===== config.mk =====
export PLATFORM = sky130hd
export DESIGN_NAME = bus_master
export DESIGN_NICKNAME = d
export VERILOG_FILES = /design/src/source/bus_pkg.sv /design/src/source/bus_master.sv
export VERILOG_INCLUDE_DIRS = /design/src /design/src/include
export SDC_FILE = /design/constraint.sdc
export NUM_CORES = 1
export LEC_CHECK = 0
export BUFFER_PORTS_ARGS = -buffer_cell sky130_fd_sc_hd__buf_2
export CORE_AREA = 2 2 211 213
export DETAILED_ROUTE_END_ITERATION = 6
export DIE_AREA = 0 0 213 215
export GPL_TIMING_DRIVEN = 0
export PLACE_DENSITY = 0.39
export SYNTH_ARGS = -nofsm -noshare
export SYNTH_HDL_FRONTEND = slang
export SYNTH_SLANG_ARGS = --single-unit

===== constraint.sdc =====
create_clock -name clk -period 25.4 [get_ports clk]
set_input_delay 7.62 -clock clk [delete_from_list [all_inputs] [get_ports clk]]
set_output_delay 7.62 -clock clk [all_outputs]
set_load 0.05 [all_outputs]

===== src/include/cache_defines.svh =====
`ifndef CACHE_DEFINES_SVH
`define CACHE_DEFINES_SVH

// cpu address split: tag | index | offset
`define ADDR_BITS   10
`define OFFSET_BITS 4
`define INDEX_BITS  2
`define TAG_BITS    4

// one cache line, also one memory word
`define LINE_BYTES  16
`define LINE_BITS   (`LINE_BYTES * 8)

// 1 KB of backing store in line units
`define MEM_LINES   64

// memory latency per handshake phase, in cycles
`define MEM_WAIT    2

`endif


===== src/source/bus_pkg.sv =====
`include "cache_defines.svh"

package bus_pkg;

    // master side of all five channels, addr is a line address
    typedef struct packed {
        logic                               aw_valid;
        logic                               w_valid;
        logic                               b_ready;
        logic                               ar_valid;
        logic                               r_ready;
        logic [`TAG_BITS+`INDEX_BITS-1:0]   addr;
        logic [`LINE_BITS-1:0]              wdata;
    } bus_req_t;

    // slave side
    typedef struct packed {
        logic                  aw_ready;
        logic                  w_ready;
        logic                  b_valid;
        logic                  ar_ready;
        logic                  r_valid;
        logic [`LINE_BITS-1:0] rdata;
    } bus_rsp_t;

    typedef enum logic [2:0] {
        IDLE  = 3'b000,
        WADDR = 3'b001,
        WDATA = 3'b010,
        BRESP = 3'b011,
        RADDR = 3'b100,
        RDATA = 3'b101
    } bus_state_t;

endpackage


===== src/source/bus_master.sv =====
`timescale 1ns/1ps
`include "cache_defines.svh"

module bus_master import bus_pkg::*; (
    input  logic                             clk,
    input  logic                             reset,
    input  logic                             start_write,
    input  logic                             start_read,
    input  logic [`TAG_BITS+`INDEX_BITS-1:0] addr,
    input  logic [`LINE_BITS-1:0]            wdata,
    input  bus_rsp_t                         bus_rsp,
    output bus_req_t                         bus_req,
    output logic                             done,
    output logic [`LINE_BITS-1:0]            rdata
);

    bus_state_t state, next_state;
    logic [`TAG_BITS+`INDEX_BITS-1:0] addr_q;
    logic [`LINE_BITS-1:0] wdata_q;

    always_ff @(posedge clk or negedge reset) begin
        if (!reset) begin
            state <= IDLE;
        end else begin
            state <= next_state;
        end
    end

    // held for the whole transfer
    always_ff @(posedge clk) begin
        if (state == IDLE && (start_write || start_read)) begin
            addr_q  <= addr;
            wdata_q <= wdata;
        end
    end

    always_comb begin
        next_state = state;
        case (state)
            IDLE: begin
                if (start_write) begin
                    next_state = WADDR;
                end else if (start_read) begin
                    next_state = RADDR;
                end
            end
            WADDR:   if (bus_rsp.aw_ready) next_state = WDATA;
            WDATA:   if (bus_rsp.w_ready) next_state = BRESP;
            BRESP:   if (bus_rsp.b_valid) next_state = IDLE;
            RADDR:   if (bus_rsp.ar_ready) next_state = RDATA;
            RDATA:   if (bus_rsp.r_valid) next_state = IDLE;
            default: next_state = IDLE;
        endcase
    end

    // valids and readies follow the state, held until the handshake
    assign bus_req.aw_valid = (state == WADDR);
    assign bus_req.w_valid  = (state == WDATA);
    assign bus_req.b_ready  = (state == BRESP);
    assign bus_req.ar_valid = (state == RADDR);
    assign bus_req.r_ready  = (state == RDATA);
    assign bus_req.addr     = addr_q;
    assign bus_req.wdata    = wdata_q;

    assign done  = ((state == BRESP) && bus_rsp.b_valid) || ((state == RDATA) && bus_rsp.r_valid);
    assign rdata = bus_rsp.rdata;

endmodule


==> results.sh <==
export IMPL_outcome="finished, final reports clean"
export IMPL_async_reset_ff_share_pct=2.19
export IMPL_fin_crit_ns=15.98
export IMPL_num_vias=3882
export IMPL_synth_compound_area_share_pct=1.68
export IMPL_synthAdderAreaFrac_pct=0
export IMPL_cts_buffers=17
export IMPL_htree_levels=4
export IMPL_initial_core_util_pct=12.1
export IMPL_clock_insertion_delay_worst_skew_ns=0.46
export IMPL_start_kind="input pin"
export IMPL_setup_viol=0
export IMPL_via_per_inst=2.89
export IMPL_regArea_sq_mm=0.00410
export IMPL_synth_top_area_cell="edfxtp_1"
export IMPL_min_from="state[0]"
export IMPL_die_y_um=215
export IMPL_synth_top_family_by_area="buffers and inverters"
export IMPL_hpwl_um=14500
export IMPL_area_growth_pct=66.8
export IMPL_die_area_sq_mm=0.0458
export IMPL_synth_top_area_share_pct=76.0
export IMPL_wirelength_um=17600
export IMPL_critical_path_class="input pin to output pin"
export IMPL_synth_cell_types=25
export IMPL_drt_iter0_markers=110
export IMPL_syn_num_nets=568
export IMPL_ir_drop_v=0.0000574
export IMPL_min_path_type="register to register"
export IMPL_synthCells=297
export IMPL_netlist_area_sq_mm=0.00530
export IMPL_clockBufferDepth=2
export IMPL_routedWlPerCell_um=13.1
export IMPL_track_usage_pct=7.52
export IMPL_rows=77
export IMPL_grt_antenna_before_repair=2
export IMPL_synth_xor_area_share_pct=0
export IMPL_port_buffers=410
export IMPL_critPathArrivalTime_ns=8.36
export IMPL_cp_end_kind="output pin"
export IMPL_yosys_warnings=0
export IMPL_multi_input_area_sq_um=201
export IMPL_maxCapViolCount=0
export IMPL_holdBufCountCts=0
export IMPL_fmaxAchievable_mhz=62.6
export IMPL_fin_crit_sh_pct=62.9
export IMPL_cellPowerDensity_mw_per_mm2=118
export IMPL_worst_ep_required_time_ns=17.78
export IMPL_nets=1011
export IMPL_final_max_slew_viol_count=0
export IMPL_grt_max_degree=17
export IMPL_fin_skew_ns=0.0230
export IMPL_slew_headroom_pct=48.3
export IMPL_tritoncts="yes"
export IMPL_ys_seq_area_share_pct=77.4
export IMPL_hold_violations=0
export IMPL_worst_pin_slew_ns=0.771
export IMPL_ios=539
export IMPL_cts_sinks=137
export IMPL_cts_resized_gates=0
export IMPL_synthFlopType="edfxtp_1"
export IMPL_core_area_sq_mm=0.0436
export IMPL_drive_gt1_share_pct=78.1
export IMPL_ant_nets=0
export IMPL_drc=0
export IMPL_tns_ns=0
export IMPL_grt_overflow_total=0
export IMPL_cp_max_fo=2
export IMPL_die_width_um=213
export IMPL_ys_ff_latch=137
export IMPL_nFillCells=4783
export IMPL_reg2reg_from="state[1]"
export IMPL_power_total_uw=1050
export IMPL_synthTopCellsByArea="edfxtp_1 (76%), buf_4 (18%), dfrtp_1 (1.4%), a32oi_4 (0.52%), buf_6 (0.43%)"
export IMPL_clk_pin_slew_ns=0.06
export IMPL_power_leakage_uw=0.00400
export IMPL_firstDrtPassIters=4
export IMPL_rsz0062_at_grt="false"
export IMPL_diodes=0
export IMPL_grt_pass1_vias=3835
export IMPL_postCtsSetupRepairBufs=0
export IMPL_startpoint="bus_rsp[128]"
export IMPL_gp_congestion=0.713
export IMPL_synth_edf_count=134
export IMPL_synthSimpleGateAreaFrac_pct=1.75
export IMPL_cts_root_buf="clkbuf_16"
export IMPL_grt_pass1_wl_um=23700
export IMPL_synth_area_per_cell_sq_um=17.8
export IMPL_synthMuxAreaShare_pct=0.283
==> registers in the layout (all words and copies together), names as in the netlist <==
signal / count
addr_q: 6
wdata_q: 128
state: 3
==> critical path: stages <==
cell     delay (ns)
buf_2          0.08
nand2_1        0.08
o21ai_0        0.15
and2_1         0.16
buf_2          0.26
==> placed cells by master (no fill, tap or decap), drive strengths merged <==
| master | n |
|---|---|
| a211oi | 1 |
| a21oi | 2 |
| a2bb2oi | 1 |
| a311oi | 1 |
| a31oi | 1 |
| a32oi | 1 |
| and2 | 2 |
| and2b | 1 |
| and3b | 1 |
| buf | 554 |
| bufinv | 2 |
| clkbuf | 19 |
| clkinv | 7 |
| clkinvlp | 1 |
| dfrtp | 3 |
| edfxtp | 134 |
| inv | 8 |
| mux2 | 1 |
| nand2 | 3 |
| nand2b | 1 |
| nand3b | 1 |
| nor2 | 2 |
| nor2b | 1 |
| nor3 | 2 |
| nor3b | 1 |
| o21ai | 1 |
| o221ai | 1 |
==> final timing paths <==
check / to / slack [ns] / depth (start not counted)
max: done / 9.42 / 5
min: state[1] / 0.61 / 2
max reg2reg: wdata_q[13] / 22.62 / 10
min reg2reg: state[1] / 0.61 / 2
max in group asynchronous: state[1] / 18.35 / 1
min in group asynchronous: state[0] / 6.94 / 1
==> power by group <==
group	switching (uW)	internal (uW)
Clock	103	144
Combinational	347	104
Sequential	14.4	332
Total	464	581
==> per-layer routing <==
metal  vias up  wire length, um  global-route usage, %
li1       1817                -                      -
met1      1808             6850                   8.37
met2       232             8540                   11.6
met3        23             1810                   4.03
met4         2              352                   3.78
met5         -                8                      0
==> cells by family (layout without fill, tap and decap cells) <==
logic type / Yosys count / in the layout
buffers and inverters: 135 / 591
AOI/OAI and AO/OA: 9 / 9
and+or+nand+nor: 15 / 15
muxes: 1 / 1
DFF: 137 / 137
==> synthesized netlist by cell type (2+ instances only) <==
cell type,n
a21oi_1,2
and2_1,2
buf_4,128
buf_6,2
dfrtp_1,3
edfxtp_1,134
inv_1,4
nand2_1,3
nor2_1,2
nor3_1,2
==> metrics by stage <==
stage / util, % / setup WS (ns) / cells / area, sq um / hold slack (ns)
finish: 20.3 / 9.42 / 1345 / 8840 / 0.611
global route: 20.3 / 9.37 / 1345 / 8840 / 0.651
detailed placement: 18.9 / 9.45 / 1313 / 8260 / 0.601
floorplan: - / 7.91 / 297 / 5300 / 0.562
global placement: 18.5 / 1.97 / 1299 / 8090 / 0.593
CTS: 20.3 / 9.43 / 1345 / 8840 / 0.611
==> area by class of cell <==
class	instances	share of cell area, %
Clock buffer	18	4.86
Timing Repair Buffer	424	25.1
Clock inverter	14	1.64
Sequential cell	137	46.4
Inverter	4	0.170
Buffer	131	11.2
Multi-Input combinational cell	25	2.28
Tap cell	592	8.38
(Power assumes the default switching activity.)
