## config.mk

```make
export PLATFORM = sky130hd
export DESIGN_NAME = cache_array
export DESIGN_NICKNAME = d
export VERILOG_FILES = /design/src/source/cache_pkg.sv /design/src/source/cache_array.sv
export VERILOG_INCLUDE_DIRS = /design/src /design/src/include
export SDC_FILE = /design/constraint.sdc
export NUM_CORES = 1
export LEC_CHECK = 0
export BUFFER_PORTS_ARGS = -buffer_cell sky130_fd_sc_hd__buf_2
export CAP_MARGIN = 20
export CORE_MARGIN = 2
export CORE_UTILIZATION = 27
export DETAILED_ROUTE_END_ITERATION = 8
export MAX_ROUTING_LAYER = met4
export PLACE_DENSITY = 0.41
export SLEW_MARGIN = 20
export SYNTH_ARGS = -nofsm -noshare
export SYNTH_HDL_FRONTEND = slang
export SYNTH_SLANG_ARGS = --single-unit
```

## constraint.sdc

```tcl
create_clock -name clk -period 1.8 [get_ports clk]
set_input_delay 0.09 -clock clk [delete_from_list [all_inputs] [get_ports clk]]
set_output_delay 0.09 -clock clk [all_outputs]
set_load 0.02 [all_outputs]
```

## src/include/cache_defines.svh

```systemverilog
`ifndef CACHE_DEFINES_SVH
`define CACHE_DEFINES_SVH

// cpu address split: tag | index | offset
`define ADDR_BITS   10
`define OFFSET_BITS 4
`define INDEX_BITS  2
`define TAG_BITS    4

// one cache line, also one memory word
`define LINE_BYTES  16
`define LINE_BITS   (`LINE_BYTES * 8)

// 1 KB of backing store in line units
`define MEM_LINES   64

// memory latency per handshake phase, in cycles
`define MEM_WAIT    2

`endif

```

## src/source/cache_pkg.sv

```systemverilog
`include "cache_defines.svh"

package cache_pkg;

    // one-cycle request strobe from the cpu
    typedef struct packed {
        logic                  valid;
        logic                  write;
        logic [`ADDR_BITS-1:0] addr;
        logic [7:0]            wdata;
    } cpu_req_t;

    // one-cycle response strobe back to the cpu
    typedef struct packed {
        logic       valid;
        logic       hit;
        logic [7:0] rdata;
    } cpu_rsp_t;

    // per-line bookkeeping
    typedef struct packed {
        logic                 valid;
        logic                 dirty;
        logic [`TAG_BITS-1:0] tag;
    } line_meta_t;

    typedef enum logic [2:0] {
        IDLE,
        LOOKUP,
        WRITEBACK,
        ALLOCATE,
        RESPOND
    } cache_state_t;

endpackage

```

## src/source/cache_array.sv

```systemverilog
`timescale 1ns/1ps
`include "cache_defines.svh"

module cache_array import cache_pkg::*; (
    input  logic                    clk,
    input  logic                    reset,
    input  logic [`INDEX_BITS-1:0]  index,
    input  logic                    fill,
    input  logic [`TAG_BITS-1:0]    fill_tag,
    input  logic [`LINE_BITS-1:0]   fill_data,
    input  logic                    byte_write,
    input  logic [`OFFSET_BITS-1:0] byte_offset,
    input  logic [7:0]              byte_wdata,
    output line_meta_t              meta,
    output logic [`LINE_BITS-1:0]   line_rdata
);

    line_meta_t            meta_q [1 << `INDEX_BITS];
    logic [`LINE_BITS-1:0] data_q [1 << `INDEX_BITS];

    always_ff @(posedge clk or negedge reset) begin
        if (!reset) begin
            for (int i = 0; i < (1 << `INDEX_BITS); i++) begin
                meta_q[i] <= '0;
                data_q[i] <= '0;
            end
        end else if (fill) begin
            // refill leaves a clean line
            meta_q[index].valid <= 1'b1;
            meta_q[index].dirty <= 1'b0;
            meta_q[index].tag   <= fill_tag;
            data_q[index]       <= fill_data;
        end else if (byte_write) begin
            meta_q[index].dirty <= 1'b1;
            // one byte lane only
            for (int b = 0; b < `LINE_BYTES; b++) begin
                if (b == byte_offset) begin
                    data_q[index][b*8 +: 8] <= byte_wdata;
                end
            end
        end
    end

    // combinational lookup by index
    assign meta       = meta_q[index];
    assign line_rdata = data_q[index];

endmodule

```

==> results by group, run 1 <==
Synthesis
  – Syn_nets: 2,553
  – Synth top cells by count: 536 x dfrtp_1, 376 x nand2_1, 347 x o21ai_0
  – Most common cell in the netlist: dfrtp_1
  – Sequential element share of the synthesized area: 50.8%
  – Number of enable flip-flop cells after synthesis: 0
  – Ys flop type: dfrtp_1
  – Syn_area_per_cell: 11.0 um2
  – Asr flop ratio synth: 100%
  – Synth area leader: dfrtp_1
  – Area contributors post-synth: dfrtp_1 51%, mux4_2 11%, o21ai_0 6.6%
  – Post-Syn Area: 26,400 um2
  – Top-area cell type share of the netlist area: 50.8%
  – Ys Warns: 0
  – Post-synth cell types: 59
  – Cells after Synth: 2,403
  – Synthesized flop and latch total: 536

Flow run
  – Max_cap viols: 0

Placement
  – Placed insts: 4,034
  – GP Congestion: 0.840
  – Port Buffers: 283
  – Post-DP HPWL: 79,600 um
  – Setup slack at placement: -57.1 ps

Floorplan
  – Initial Util: 27.3%
  – DIE WIDTH: 317 um
  – Die Area: 100,000 um2
  – Die Span Y: 317 um
  – Row Count: 114
  – IO Pins: 284
  – Core Area: 96,900 um2

Global routing
  – Gr usage total: 23.4%
  – GR Overflow Total: 0
  – Number of global-route vias before repair: 23,600
  – First-pass GRT wire length: 166,000 um
  – Largest net degree at the start of global routing: 114
  – Initial antenna violation count: 9

Drt
  – Routed vias: 23,500
  – Drt total wl: 115,000 um
  – Post-route ant nets: 0
  – Drt via density: 5.38
  – DRC: 0
  – Total iterations of the first detailed-routing run: 7
  – WL per Instance: 26.3 um
  – DR iter-0 viols: 1,923

Final layout
  – Storage element area: 13,400 um2
  – Final non-filler cell total: 4,361
  – Filler Cells Inserted: 9,520
  – Layout cell share with drive strength beyond 1: 31.1%
  – Final Util: 37.5%
  – Area of the multi-input gates: 12,100 um2
  – Nets@finish: 3,182
  – P&R area growth vs syn: 37.5%

Setup path
  – CP Launch Type: flop
  – Crit path kind: flop to primary output
  – R2r setup slk: 860 ps
  – Crit path capture type: primary output
  – Crit path max fanout: 2
  – Worst EP required: 1710 ps
  – WP data arrival: 1780 ps

Timing
  – Slack of the critical path: -70.1 ps
  – Clk_skew: 0 ps
  – # setup viols final: 26
  – Least-Margin Pin Slew: 807 ps
  – Highest clock rate: 535 MHz
  – Fin crit share: 104%
  – Clock period minus worst slack: 1870 ps
  – Final Max Slew Viols: 0
  – RSZ-0062 raised after global routing: true
  – Rel. slew slack: 46.0%
  – Fin. Hold Viols: 0

Clock tree
  – Worst-path clk slew: 60 ps
  – CTS H-tree depth: 3
  – Clock sinks: 536
  – TritonCTS clock tree: yes
  – CTS Buf Count: 67
  – CTS max path bufs: 3
  – Worst-Skew Late Latency: 620 ps
  – Clock root buffer: clkbuf_16

Power and ir drop
  – Leak: 15.4 nW
  – Worst VDD drop: 0.723 mV
  – PD cells: 1010 nW/um2

Hold path
  – Min-delay worst type: input port to flop

Status
  – Outcome: finished with violations
  – Failing checks: setup timing
-- area by class of cell --
class | instances | area share (%)
clock inverters | 16 | 0.521
flip-flops and latches | 536 | 37.0
inverters | 11 | 0.114
clock buffers | 97 | 5.46
well taps | 1276 | 4.40
multi-input cells | 1643 | 33.3
diodes | 9 | 0.0621
repair buffers | 773 | 19.2
-- report_power, final --
group	internal, mW	switching [mW]	total, mW
sequential	13.8	0.928	14.7
combinational	3.97	4.26	8.23
clock	8.06	5.49	13.5
total	25.8	10.7	36.5
-- per-layer routing --
metal / track usage (%) / part of all wire (%) / vias to the layer above
met3: 4.25 / 6.3 / 135
met1: 31.7 / 45 / 12100
met5: - / 0 / -
met4: 5.93 / 2.4 / 0
li1: - / - / 10400
met2: 36.3 / 47 / 889
-- path summary, 6_finish.rpt --
kind                                        start                       to  depth (start not counted)
max in group asynchronous                   reset  data_q[105]$_DFFE_PN0P_                          3
setup reg to reg           data_q[67]$_DFFE_PN0P_   data_q[67]$_DFFE_PN0P_                          3
min in group asynchronous                   reset  data_q[195]$_DFFE_PN0P_                          3
hold / removal                           index[0]  data_q[441]$_DFFE_PN0P_                          3
setup / recovery           data_q[58]$_DFFE_PN0P_           line_rdata[58]                          2
hold reg to reg            meta_q[17]$_DFFE_PN0P_   meta_q[17]$_DFFE_PN0P_                          1
-- cell families (layout without fill, tap and decap cells) --
group                  after synthesis  count (layout)  share of synthesized area, %
muxes                              178             178                          13.3
AOI/OAI and AO/OA                  871             871                          22.5
and+or+nand+nor                    594             594                          9.64
DFF                                536             536                          50.8
other                                0               9                             0
buffers and inverters              224             897                          3.73
-- layout by cell type, fill, tap and decap left out, types with 70 or more instances in the layout --
| master | instances |
|---|---|
| nand2_1 | 375 |
| o21ai_0 | 347 |
| buf_4 | 287 |
| a22oi_1 | 70 |
| buf_6 | 101 |
| dfrtp_1 | 536 |
| a32oi_1 | 102 |
| nor2_1 | 121 |
| dlygate4sd3_1 | 137 |
| buf_2 | 176 |
| mux4_2 | 134 |
-- worst max-delay path, cell delays in order (launching register included) --
cell and delay, ps:
dfrtp_1 380, mux4_2 580, buf_6 180
-- per-stage QoR --
stage               hold WS (ps)  instance area (um2)  TNS (ps)  power [mW]
floorplan                   -206                26400         0        18.8
global placement            49.5                31600      -111        21.8
detailed placement          54.2                31600      -751        22.0
CTS                         28.4                35800     -2090        36.5
global route                58.0                36300     -2260        38.1
finish                      64.2                36300      -581        36.5
-- registers in the layout, summed over array words and instances, names as in the netlist --
| register | cells |
|---|---|
| data_q | 512 |
| meta_q | 24 |
-- timing repair --
item                       in CTS  in global routing
cloned                          0                  0
hold endpoints to repair      910                  0
gates resized for setup       163                 43
buffers inserted               19                 48
hold buffers                  138                  0
setup endpoints to repair      83                102
pin swaps                       0                  0
Note: power is estimated with default switching activity, not from simulation.
==> run 2, diff against run 1 <==
--- a/config.mk
+++ b/config.mk
@@ -12,7 +12,7 @@
 export CORE_UTILIZATION = 27
 export DETAILED_ROUTE_END_ITERATION = 8
 export MAX_ROUTING_LAYER = met4
-export PLACE_DENSITY = 0.41
+export PLACE_DENSITY = 0.4
 export SLEW_MARGIN = 20
 export SYNTH_ARGS = -nofsm -noshare
 export SYNTH_HDL_FRONTEND = slang
==> run 2 against run 1 <==
Effect of this change:
- the flow still finishes with violations (setup timing)
- total power increased by 0.89%
- clock skew unchanged
- die area unchanged
- sequential cell count unchanged
- non-clock buffer count decreased by 1
- sequential share of layout area increased by 0.12 points
- cell count about the same
- global-route usage increased by 0.22 points
- hold slack improved by 2.8 ps
- maximum frequency decreased by 1.5%
- largest power group unchanged
- register-to-register slack got worse by 550 ps
==> results by group, run 2 (same netlist as run 1, synthesis figures left out) <==
Placement
  – Post-DP HPWL: 79,300 um
  – Placed insts: 4,000
  – Placed instance area: 31,200 um2
  – GP Congestion: 0.816
  – Setup slack at placement: -279 ps
  – Port Buffers: 283

Floorplan
  – Core Area: 96,900 um2
  – Die Span Y: 317 um
  – DIE WIDTH: 317 um
  – Initial Util: 27.3%
  – Row Count: 114
  – Die Area: 100,000 um2
  – IO Pins: 284

Status
  – Outcome: finished with violations
  – Failing checks: setup timing

Power and ir drop
  – PD cells: 1020 nW/um2
  – Tot Pwr: 36.8 mW
  – Leak: 15.3 nW
  – Worst VDD drop: 0.641 mV

Final layout
  – Max FFs per register: 512
  – Filler Cells Inserted: 9,590
  – Layout cell share with drive strength beyond 1: 30.8%
  – Final Util: 37.3%
  – Most frequent cells in the layout: 536 x dfrtp_1, 375 x nand2_1, 347 x o21ai_0
  – Most flops, register: data_q
  – Final Cell Area: 36,200 um2
  – Largest registers: data_q (512), meta_q (24)
  – Nets@finish: 3,182
  – Final non-filler cell total: 4,358
  – P&R area growth vs syn: 37.0%
  – Commonest non-fill, non-tap cell in the layout: dfrtp_1

Timing
  – Fin. Hold Viols: 0
  – Fin crit share: 105%
  – Slack of the critical path: -99.0 ps
  – # setup viols final: 23
  – Clock period minus worst slack: 1900 ps
  – Final Max Slew Viols: 0
  – Final hold slack: 67.0 ps
  – Highest clock rate: 527 MHz
  – Clk_skew: 0 ps
  – RSZ-0062 raised after global routing: true
  – Least-Margin Pin Slew: 1010 ps
  – Rel. slew slack: 32.5%
  – Setup TNS Final: -623 ps

Clock tree
  – CTS Buf Count: 68
  – CTS max path bufs: 3
  – Worst-Skew Late Latency: 630 ps
  – CTS H-tree depth: 3
  – Clock root buffer: clkbuf_16
  – TritonCTS clock tree: yes
  – Clock sinks: 536
  – Worst-path clk slew: 60 ps

Global routing
  – First-pass GRT wire length: 168,000 um
  – Initial antenna violation count: 4
  – GR Overflow Total: 0
  – Number of global-route vias before repair: 23,800
  – Largest net degree at the start of global routing: 105
  – Gr usage total: 23.6%

Drt
  – Drt total wl: 116,000 um
  – Routed vias: 23,500
  – Total iterations of the first detailed-routing run: 5
  – WL per Instance: 26.6 um
  – Drt via density: 5.40
  – DR iter-0 viols: 1,846
  – DRC: 0
  – Post-route ant nets: 0

Setup path
  – Crit path max fanout: 2
  – CP Launch Type: flop
  – Crit path kind: flop to primary output
  – Worst EP required: 1710 ps
  – WP data arrival: 1810 ps
  – Crit path capture type: primary output

Flow run
  – Max_cap viols: 0

Hold path
  – Min-delay worst type: input port to flop
[run 2: changes by cell type in the layout (fill, tap and decap cells not counted), sizes merged]
| cell | delta |
|---|---|
| buf | -4 |
| clkbuf | +4 |
| diode | -4 |
| dlygate4sd3 | +3 |
| clkinv | -2 |
| clkinvlp | +1 |
| inv | -1 |
[run 2: final cells by class]
class | instances | area (um2) | share of cell area, %
repair buffers | 772 | 6850 | 18.9
flip-flops and latches | 536 | 13400 | 37.1
inverters | 11 | 41.3 | 0.114
clock buffers | 101 | 2010 | 5.56
multi-input cells | 1643 | 12100 | 33.4
diodes | 5 | 12.5 | 0.0346
well taps | 1276 | 1600 | 4.41
clock inverters | 14 | 178 | 0.491
[run 2: per-layer routing]
metal	global-route usage [%]	wire [um]	vias to the layer above
met5	-	0	-
met4	7.56	3820	0
met3	4.03	6960	190
met2	37.4	55000	873
met1	30.9	50200	12100
li1	-	-	10400
[run 2: repair_timing]
| action | CTS | global route |
|---|---|---|
| setup endpoints to repair | 94 | 111 |
| gates resized for setup | 187 | 33 |
| hold endpoints to repair | 961 | 0 |
| hold buffers | 140 | 0 |
| setup buffers | 41 | 57 |
[run 2: path summary, 6_finish.rpt]
kind                                   startpoint                       to  slack, ps  cells past startpoint
hold / removal                      byte_wdata[6]  data_q[302]$_DFFE_PN0P_         70                      3
max in group asynchronous                   reset  data_q[285]$_DFFE_PN0P_        190                      3
setup / recovery           data_q[62]$_DFFE_PN0P_           line_rdata[62]       -100                      2
min in group asynchronous                   reset  data_q[205]$_DFFE_PN0P_        210                      3
setup reg to reg           meta_q[10]$_DFFE_PN0P_   meta_q[10]$_DFFE_PN0P_        310                      5
hold reg to reg            meta_q[11]$_DFFE_PN0P_   meta_q[11]$_DFFE_PN0P_        470                      1
[run 2: worst max-delay path: stages (launching register included)]
cell	delay [ps]
dfrtp_1	390
mux4_2	600
buf_6	180
[run 2: report_power, final]
group / internal [mW] / total [mW] / switching, mW
clock network: 8.14 / 13.7 / 5.61
logic: 4.06 / 8.35 / 4.29
registers: 13.8 / 14.7 / 0.931
