==> config.mk <==
export PLATFORM = sky130hd
export DESIGN_NAME = cache_controller
export DESIGN_NICKNAME = d
export VERILOG_FILES = /design/src/source/cache_pkg.sv /design/src/source/cache_controller.sv
export VERILOG_INCLUDE_DIRS = /design/src /design/src/include
export SDC_FILE = /design/constraint.sdc
export NUM_CORES = 1
export LEC_CHECK = 0
export ABC_AREA = 1
export BUFFER_PORTS_ARGS = -buffer_cell sky130_fd_sc_hd__buf_2
export CORE_AREA = 8 8 217 219
export CTS_CLUSTER_DIAMETER = 150
export DETAILED_ROUTE_END_ITERATION = 8
export DIE_AREA = 0 0 225 227
export GPL_TIMING_DRIVEN = 0
export PLACE_DENSITY = 0.39
export SYNTH_ARGS = -nofsm -noshare
export SYNTH_HDL_FRONTEND = slang
export SYNTH_SLANG_ARGS = --single-unit
==> constraint.sdc <==
create_clock -name clk -period 1.8 [get_ports clk]
set_input_delay 0.36 -clock clk [delete_from_list [all_inputs] [get_ports clk]]
set_output_delay 0.36 -clock clk [all_outputs]
set_load 0.05 [all_outputs]
==> src/include/cache_defines.svh <==
`ifndef CACHE_DEFINES_SVH
`define CACHE_DEFINES_SVH

// cpu address split: tag | index | offset
`define ADDR_BITS   10
`define OFFSET_BITS 4
`define INDEX_BITS  2
`define TAG_BITS    4

// one cache line, also one memory word
`define LINE_BYTES  16
`define LINE_BITS   (`LINE_BYTES * 8)

// 1 KB of backing store in line units
`define MEM_LINES   64

// memory latency per handshake phase, in cycles
`define MEM_WAIT    2

`endif

==> src/source/cache_pkg.sv <==
`include "cache_defines.svh"

package cache_pkg;

    // one-cycle request strobe from the cpu
    typedef struct packed {
        logic                  valid;
        logic                  write;
        logic [`ADDR_BITS-1:0] addr;
        logic [7:0]            wdata;
    } cpu_req_t;

    // one-cycle response strobe back to the cpu
    typedef struct packed {
        logic       valid;
        logic       hit;
        logic [7:0] rdata;
    } cpu_rsp_t;

    // per-line bookkeeping
    typedef struct packed {
        logic                 valid;
        logic                 dirty;
        logic [`TAG_BITS-1:0] tag;
    } line_meta_t;

    typedef enum logic [2:0] {
        IDLE,
        LOOKUP,
        WRITEBACK,
        ALLOCATE,
        RESPOND
    } cache_state_t;

endpackage

==> src/source/cache_controller.sv <==
`timescale 1ns/1ps
`include "cache_defines.svh"

module cache_controller import cache_pkg::*; (
    input  logic                             clk,
    input  logic                             reset,
    input  cpu_req_t                         cpu_req,
    input  line_meta_t                       meta,
    input  logic [`LINE_BITS-1:0]            line_rdata,
    input  logic                             done,
    input  logic [`LINE_BITS-1:0]            bus_rdata,
    output cpu_rsp_t                         cpu_rsp,
    output logic [`INDEX_BITS-1:0]           index,
    output logic                             fill,
    output logic [`TAG_BITS-1:0]             fill_tag,
    output logic [`LINE_BITS-1:0]            fill_data,
    output logic                             byte_write,
    output logic [`OFFSET_BITS-1:0]          byte_offset,
    output logic [7:0]                       byte_wdata,
    output logic                             start_write,
    output logic                             start_read,
    output logic [`TAG_BITS+`INDEX_BITS-1:0] bus_addr,
    output logic [`LINE_BITS-1:0]            bus_wdata
);

    cache_state_t state, next_state;
    cpu_req_t req_q;
    logic [7:0] rdata_q;
    logic missed;
    logic refill_start;
    logic hit;
    logic victim;
    logic [`TAG_BITS-1:0] req_tag;
    logic [`INDEX_BITS-1:0] req_index;
    logic [`OFFSET_BITS-1:0] req_offset;

    assign req_tag    = req_q.addr[`ADDR_BITS-1 -: `TAG_BITS];
    assign req_index  = req_q.addr[`OFFSET_BITS +: `INDEX_BITS];
    assign req_offset = req_q.addr[`OFFSET_BITS-1:0];

    assign hit    = meta.valid && (meta.tag == req_tag);
    assign victim = meta.valid && meta.dirty;

    always_ff @(posedge clk or negedge reset) begin
        if (!reset) begin
            state        <= IDLE;
            missed       <= 1'b0;
            refill_start <= 1'b0;
        end else begin
            state <= next_state;
            // bus_master is back in IDLE the cycle after the writeback done
            refill_start <= (state == WRITEBACK) && done;
            if (state == IDLE && cpu_req.valid) begin
                missed <= 1'b0;
            end else if (state == LOOKUP && !hit) begin
                missed <= 1'b1;
            end
        end
    end

    // request and read byte only change while idle or on a hit
    always_ff @(posedge clk) begin
        if (state == IDLE && cpu_req.valid) begin
            req_q <= cpu_req;
        end
        if (state == LOOKUP && hit) begin
            rdata_q <= req_q.write ? req_q.wdata : line_rdata[req_offset*8 +: 8];
        end
    end

    always_comb begin
        next_state = state;
        case (state)
            IDLE:      if (cpu_req.valid) next_state = LOOKUP;
            LOOKUP: begin
                if (hit) begin
                    next_state = RESPOND;
                end else if (victim) begin
                    next_state = WRITEBACK;
                end else begin
                    next_state = ALLOCATE;
                end
            end
            WRITEBACK: if (done) next_state = ALLOCATE;
            ALLOCATE:  if (done) next_state = LOOKUP;
            RESPOND:   next_state = IDLE;
            default:   next_state = IDLE;
        endcase
    end

    // bus_master latches addr and line on the strobe
    assign start_write = (state == LOOKUP) && !hit && victim;
    assign start_read  = ((state == LOOKUP) && !hit && !victim) || refill_start;
    assign bus_addr    = start_write ? {meta.tag, req_index} : {req_tag, req_index};
    assign bus_wdata   = line_rdata;

    assign index       = req_index;
    assign fill        = (state == ALLOCATE) && done;
    assign fill_tag    = req_tag;
    assign fill_data   = bus_rdata;
    assign byte_write  = (state == LOOKUP) && hit && req_q.write;
    assign byte_offset = req_offset;
    assign byte_wdata  = req_q.wdata;

    assign cpu_rsp.valid = (state == RESPOND);
    assign cpu_rsp.hit   = !missed;
    assign cpu_rsp.rdata = rdata_q;

endmodule

==> metrics.txt, run 1 <==
status complete, but fails checks; failing checks setup timing; Hold Path Class in -> reg; Post-Synthesis Cells 689; Final Hold Viols 0; Setup crit end kind primary output; htree depth 2; Starting Density 10.8%; TritonCTS clock tree done; global-route wire length before repair 44.4 mm; met2 usage 22.8%; Tot GR Track Use 12.0%; Vert. Die Dim 227 um; CP top delay family simple AND/OR/NAND/NOR gates; WS Path Type reg -> out; clock buffer depth 2; Port Buffers 450; Worst Clk Skew 4.83 ps; Final period util 108%; I/O pins 579; shortest period the worst path allows 1940 ps; WP buf/inv 1; Synth Warn # 0; core area 0.0436 mm^2; number of synthesized register bits 32; Leak Pwr 4.70 nW; FMAX 515 MHz; # DRC 0; DR pass1 iterations 4; Die X 225 um; FF-to-FF setup slack 80 ps; Power Density 724 mW/mm^2; final slew viol count 0; Worst path most repeated cell nand2_1; Max-Cap Viols 0; Overall Power 6.12 mW; sum of net half-perimeters after detailed placement 30.4 mm; RSZ-0062 raised after global routing yes; Num CTS Buffers 5; post-synth cell types 19; routing usage on met1 13.5%; die area 0.0511 mm^2; sequential share of the synthesized area 19.9%; measured slew at the worst slew-check pin 612 ps; Root Driver clkbuf_16; largest net degree at the start of global routing 21; CP arrival 1580 ps; CP cell instances nand2_1 > nand2_1 > nor2_2 > nand3_2 > nand3b_4 > nand2_1 > o21ai_2 > buf_6; Worst slew margin 59.1%; Setup WS pre-CTS -312 ps; Syn Nets 974; clk sinks 32; M3 GR Usage 3.30%; max incr delay on CP 410 ps; Clock Latency Late Sink 280 ps; Cell Rows 77; DP Cell Count 1731; layout cells sized above 1 72.7%; Vias/cell 3.27; post-synthesis area per instance 6.83 um^2; post-synthesis cell area 0.00471 mm^2; via count 5746; routed length per instance 19.1 um; Worst EP required 1440 ps; P&R area growth vs syn 79.7%; Max IR drop VDD 0.578 mV; DRT antenna net count 0; Post-Layout Cell Count 1759; Setup violations, final 7; # nets final 1449; worst-path maximum fanout 8; gr busiest metal met2; Startpoint Class flop; vias in the first global route 6098; RD Place Congestion 0.743; grt ovf 0; routed wire length 33.6 mm; worst setup margin -142 ps; slowest CP cell edfxtp_1; initial antenna violation count 16; 1st-iter DRT viols 172; Reg clk slew, reported paths 60 ps
[timing repair]
action,in CTS,in global routing
endpoints found under the hold margin,5,0
resized for setup,55,61
hold buffers,1,0
buffers inserted,10,4
endpoints found under the setup margin,42,23
pin swaps,4,20
cloned,0,3
[synthesized netlist by cell type]
library cell | number | area share [%]
buf_6 | 10 | 2.4
edfxtp_1 | 27 | 17
o21ai_1 | 3 | 0.32
nand3b_4 | 1 | 0.43
xnor2_1 | 1 | 0.19
nand3_1 | 99 | 11
buf_2 | 10 | 1.1
nor3_1 | 3 | 0.32
clkinv_1 | 2 | 0.16
inv_2 | 3 | 0.24
dfrtp_1 | 5 | 2.7
buf_4 | 281 | 45
a31oi_1 | 1 | 0.13
o22ai_1 | 1 | 0.13
a21oi_1 | 1 | 0.11
nand2_1 | 215 | 17
nor2_1 | 11 | 0.88
nand4_1 | 1 | 0.13
inv_1 | 14 | 1.1
[cell families (layout without fill, tap and decap cells)]
family | count (synthesis) | in the layout | share of synthesized area, %
AND/OR/NAND/NOR | 330 | 330 | 29.4
buffers and inverters | 320 | 796 | 49.8
flip-flops | 32 | 32 | 19.9
AO/OA/AOI/OAI | 6 | 6 | 0.691
XOR/XNOR | 1 | 1 | 0.186
other | 0 | 2 | 0
[worst paths after layout]
kind / from / endpoint / depth (start not counted)
worst max-delay path: fill_tag[3]$_DFFE_PP_ / bus_addr[2] / 8
worst min-delay path: cpu_req[17] / fill_tag[3]$_DFFE_PP_ / 1
worst max register to register: byte_offset[0]$_DFFE_PP_ / rdata_q[4]$_DFFE_PP_ / 11
max in group asynchronous: reset / state[2]$_DFFE_PN0P_ / 2
worst min register to register: missed$_DFFE_PN0P_ / missed$_DFFE_PN0P_ / 2
min in group asynchronous: reset / state[1]$_DFFE_PN0P_ / 2
[layout make-up]
type	count	area, um^2
antenna	2	5.00
buffer	301	2390
timing repair inverter	1	7.51
multi-input combinational	337	1680
sequential	32	936
clock inverter	3	23.8
inverter	19	83.8
tap	592	741
clock buffer	5	125
timing repair buffer	467	2470
fill	5046	35200
[flip-flops by register name (all words and copies together), names as in the netlist, 2 cells and up]
signal / flops
state: 3
byte_wdata: 8
index: 2
fill_tag: 4
rdata_q: 8
byte_offset: 4
[per-stage QoR]
step                utilization, %  TNS [ps]  instance area [um^2]  hold slack (ps)
global route                  19.4     -1810                  8450              237
floorplan                        -      -807                  4730             64.4
CTS                           18.6     -2030                  8130              236
finish                        19.4      -768                  8450              249
global placement              17.7     -7160                  7720              187
detailed placement            17.7     -7140                  7720              186
[placed cells by master, fill, tap and decap left out]
master         synthesis  layout
diode_2                0       2
clkinv_2               0       1
nor3_2                 0       3
inv_4                  0       1
inv_1                 14      12
nand2_4                0       1
nand3_2                0      23
dfrtp_1                5       5
a31oi_1                1       1
nand3_4                0       1
xnor2_1                1       1
o22ai_1                1       1
nor2_4                 0       1
dlygate4sd3_1          0       1
nor2_1                11       6
clkbuf_16              0       7
inv_6                  0       1
inv_2                  3       2
o21ai_2                0       3
nand4_1                1       1
clkinv_4               0       1
buf_2                 10     444
nand3b_4               1       1
buf_8                  0       4
nand2_1              215     186
buf_6                 10      16
clkinv_1               2       1
buf_4                281     295
buf_12                 0       6
clkinvlp_4             0       4
a21oi_1                1       1
nand2_2                0      28
edfxtp_1              27      27
nor2_2                 0       4
nand3_1               99      75
[per-layer routing]
metal  vias to the layer above  part of all wire (%)
met3                        38                   8.5
met2                       287                    52
met4                         2                   1.3
met5                         -                 0.027
met1                      2565                    38
li1                       2854                     -
[power by group]
| part | internal, mW | switching (mW) |
|---|---|---|
| Clock | 0.514 | 0.351 |
| Sequential | 0.938 | 0.0586 |
| Combinational | 1.42 | 2.84 |
| Total | 2.87 | 3.25 |
(Power assumes the default switching activity.)
==> inputs of run 2 (changes only) <==
--- a/config.mk
+++ b/config.mk
@@ -8,12 +8,14 @@
 export LEC_CHECK = 0
 export ABC_AREA = 1
 export BUFFER_PORTS_ARGS = -buffer_cell sky130_fd_sc_hd__buf_2
+export CELL_PAD_IN_SITES_DETAIL_PLACEMENT = 1
+export CELL_PAD_IN_SITES_GLOBAL_PLACEMENT = 2
 export CORE_AREA = 8 8 217 219
 export CTS_CLUSTER_DIAMETER = 150
 export DETAILED_ROUTE_END_ITERATION = 8
 export DIE_AREA = 0 0 225 227
 export GPL_TIMING_DRIVEN = 0
-export PLACE_DENSITY = 0.39
+export PLACE_DENSITY = 0.71
 export SYNTH_ARGS = -nofsm -noshare
 export SYNTH_HDL_FRONTEND = slang
 export SYNTH_SLANG_ARGS = --single-unit
==> metrics.txt, run 2 (synthesis gave the netlist of run 1 again) <==
RD Place Congestion 0.774; P&R area growth vs syn 95.8%; Vert. Die Dim 227 um; Final Hold Viols 0; WS Path Type reg -> out; sw frac 52.0%; worst-path maximum fanout 8; FF-to-FF setup slack -10 ps; r2r endpoint rdata_q[0]$_DFFE_PP_; routed wire length 33.0 mm; final slew viol count 0; Max IR drop VDD 0.654 mV; status complete, but fails checks; TritonCTS clock tree done; final instance area 0.00921 mm^2; Combinational Power Share 70.6%; Worst slew margin 61.8%; Leak Pwr 5.03 nW; DRT antenna net count 0; failing checks setup timing; worst setup path end bus_addr[2]; clock buffer depth 2; Vias/cell 3.28; Cell Rows 77; sum of net half-perimeters after detailed placement 27.9 mm; layout cells sized above 1 80.8%; Clock Latency Late Sink 280 ps; DR pass1 iterations 4; # DRC 0; Tot GR Track Use 11.0%; Crit Reg-Reg Startpoint byte_offset[0]$_DFFE_PP_; global-route wire length before repair 42.0 mm; Clock power frac 14.4%; grt ovf 0; Starting Density 10.8%; leading cell type in the layout, fill and taps excluded buf_2; CP arrival 1670 ps; vias in the first global route 6358; register share of total power 15.0%; 1st-iter DRT viols 100; routed length per instance 18.6 um; Power Density 728 mW/mm^2; shortest period the worst path allows 2030 ps; Final period util 113%; Setup crit start state[0]$_DFFE_PN0P_; largest net degree at the start of global routing 21; # nets final 1463; FMAX 492 MHz; Port Buffers 450; Setup crit end kind primary output; htree depth 2; Max-Cap Viols 0; I/O pins 579; dpl cell area 0.00772 mm^2; Die X 225 um; die area 0.0511 mm^2; via count 5819; commonest non-fill, non-tap cells in the layout 444 x buf_2, 295 x buf_4, 139 x nand2_1; Root Driver clkbuf_16; worst setup margin -232 ps; core area 0.0436 mm^2; Worst EP required 1440 ps; initial antenna violation count 4; Startpoint Class flop; RSZ-0062 raised after global routing yes; worst reg2reg path depth 11; measured slew at the worst slew-check pin 573 ps; Setup WS pre-CTS -470 ps; NetSw 3.49 mW; Num CTS Buffers 5; Reg clk slew, reported paths 60 ps; Worst Clk Skew 3.37 ps; cell-internal power 3.22 mW; filler instances 5364; Setup violations, final 9; clk sinks 32; Hold Path Class in -> reg
run 2: metrics by stage:
step	hold slack (ps)	utilization (%)	total power, mW	std cells	setup TNS (ps)
final	257	21.1	6.71	1773	-1070
after global routing	244	21.1	7.11	1773	-3940
after CTS	245	18.9	6.28	1754	-1180
after detailed placement	183	17.7	4.97	1731	-10040
after global placement	184	17.7	4.96	1731	-10450
after floorplan	64.4	-	3.82	689	-807
run 2: routing by layer:
metal	wire [um]	global-route usage (%)	vias up
met4	334	1.75	2
met5	8	0	-
li1	-	-	2887
met3	2140	2.58	17
met1	13200	12.6	2662
met2	17300	20.7	251
run 2: worst min-delay path by stage:
stage / start / endpoint / slack, ps / depth (start not counted)
2_1_floorplan: reset / missed$_DFFE_PN0P_ / 60 / 0
3_3_place_gp: reset / missed$_DFFE_PN0P_ / 180 / 1
3_5_place_dp: reset / state[0]$_DFFE_PN0P_ / 180 / 1
4_1_cts: cpu_req[18] / req_q[18]$_DFFE_PP_ / 250 / 1
5_1_grt: cpu_req[6] / byte_wdata[6]$_DFFE_PP_ / 240 / 1
6_report: cpu_req[3] / byte_wdata[3]$_DFFE_PP_ / 260 / 1
run 2: layout make-up:
cell class | instances | area, um^2 | area share [%]
Antenna cell | 2 | 5.00 | 0.0543
Buffer | 301 | 2410 | 26.2
Clock inverter | 3 | 37.5 | 0.407
Clock buffer | 5 | 125 | 1.36
Tap cell | 592 | 741 | 8.04
Inverter | 19 | 93.8 | 1.02
Timing Repair inverter | 1 | 6.26 | 0.0679
Multi-Input combinational cell | 338 | 2140 | 23.2
Timing Repair Buffer | 480 | 2710 | 29.4
Sequential cell | 32 | 937 | 10.2
run 2: power groups by stage:
stage                     registers [mW]  logic [mW]  clock network, mW
after global routing                1.02        5.06               1.04
final                               1.01        4.74              0.966
after CTS                           1.01        4.26               1.01
after global placement              1.03        3.93                  0
after floorplan                     1.02        2.80                  0
after detailed placement            1.03        3.94                  0
run 2: timing repair:
action | 4_1_cts | 5_1_grt
gates resized for setup | 75 | 171
endpoints found under the setup margin | 43 | 39
endpoints found under the hold margin | 5 | 0
hold buffers | 1 | 0
buffers inserted | 14 | 6
cloned | 0 | 11
pin swaps | 6 | 78
run 2: worst max-delay path: stages, from the launching register on:
cell	delay, ps
dfrtp_1	380
inv_2	80
nor2_4	130
nand2_4	90
inv_4	80
nand3b_4	150
buf_4	180
o21ai_2	120
buf_6	180
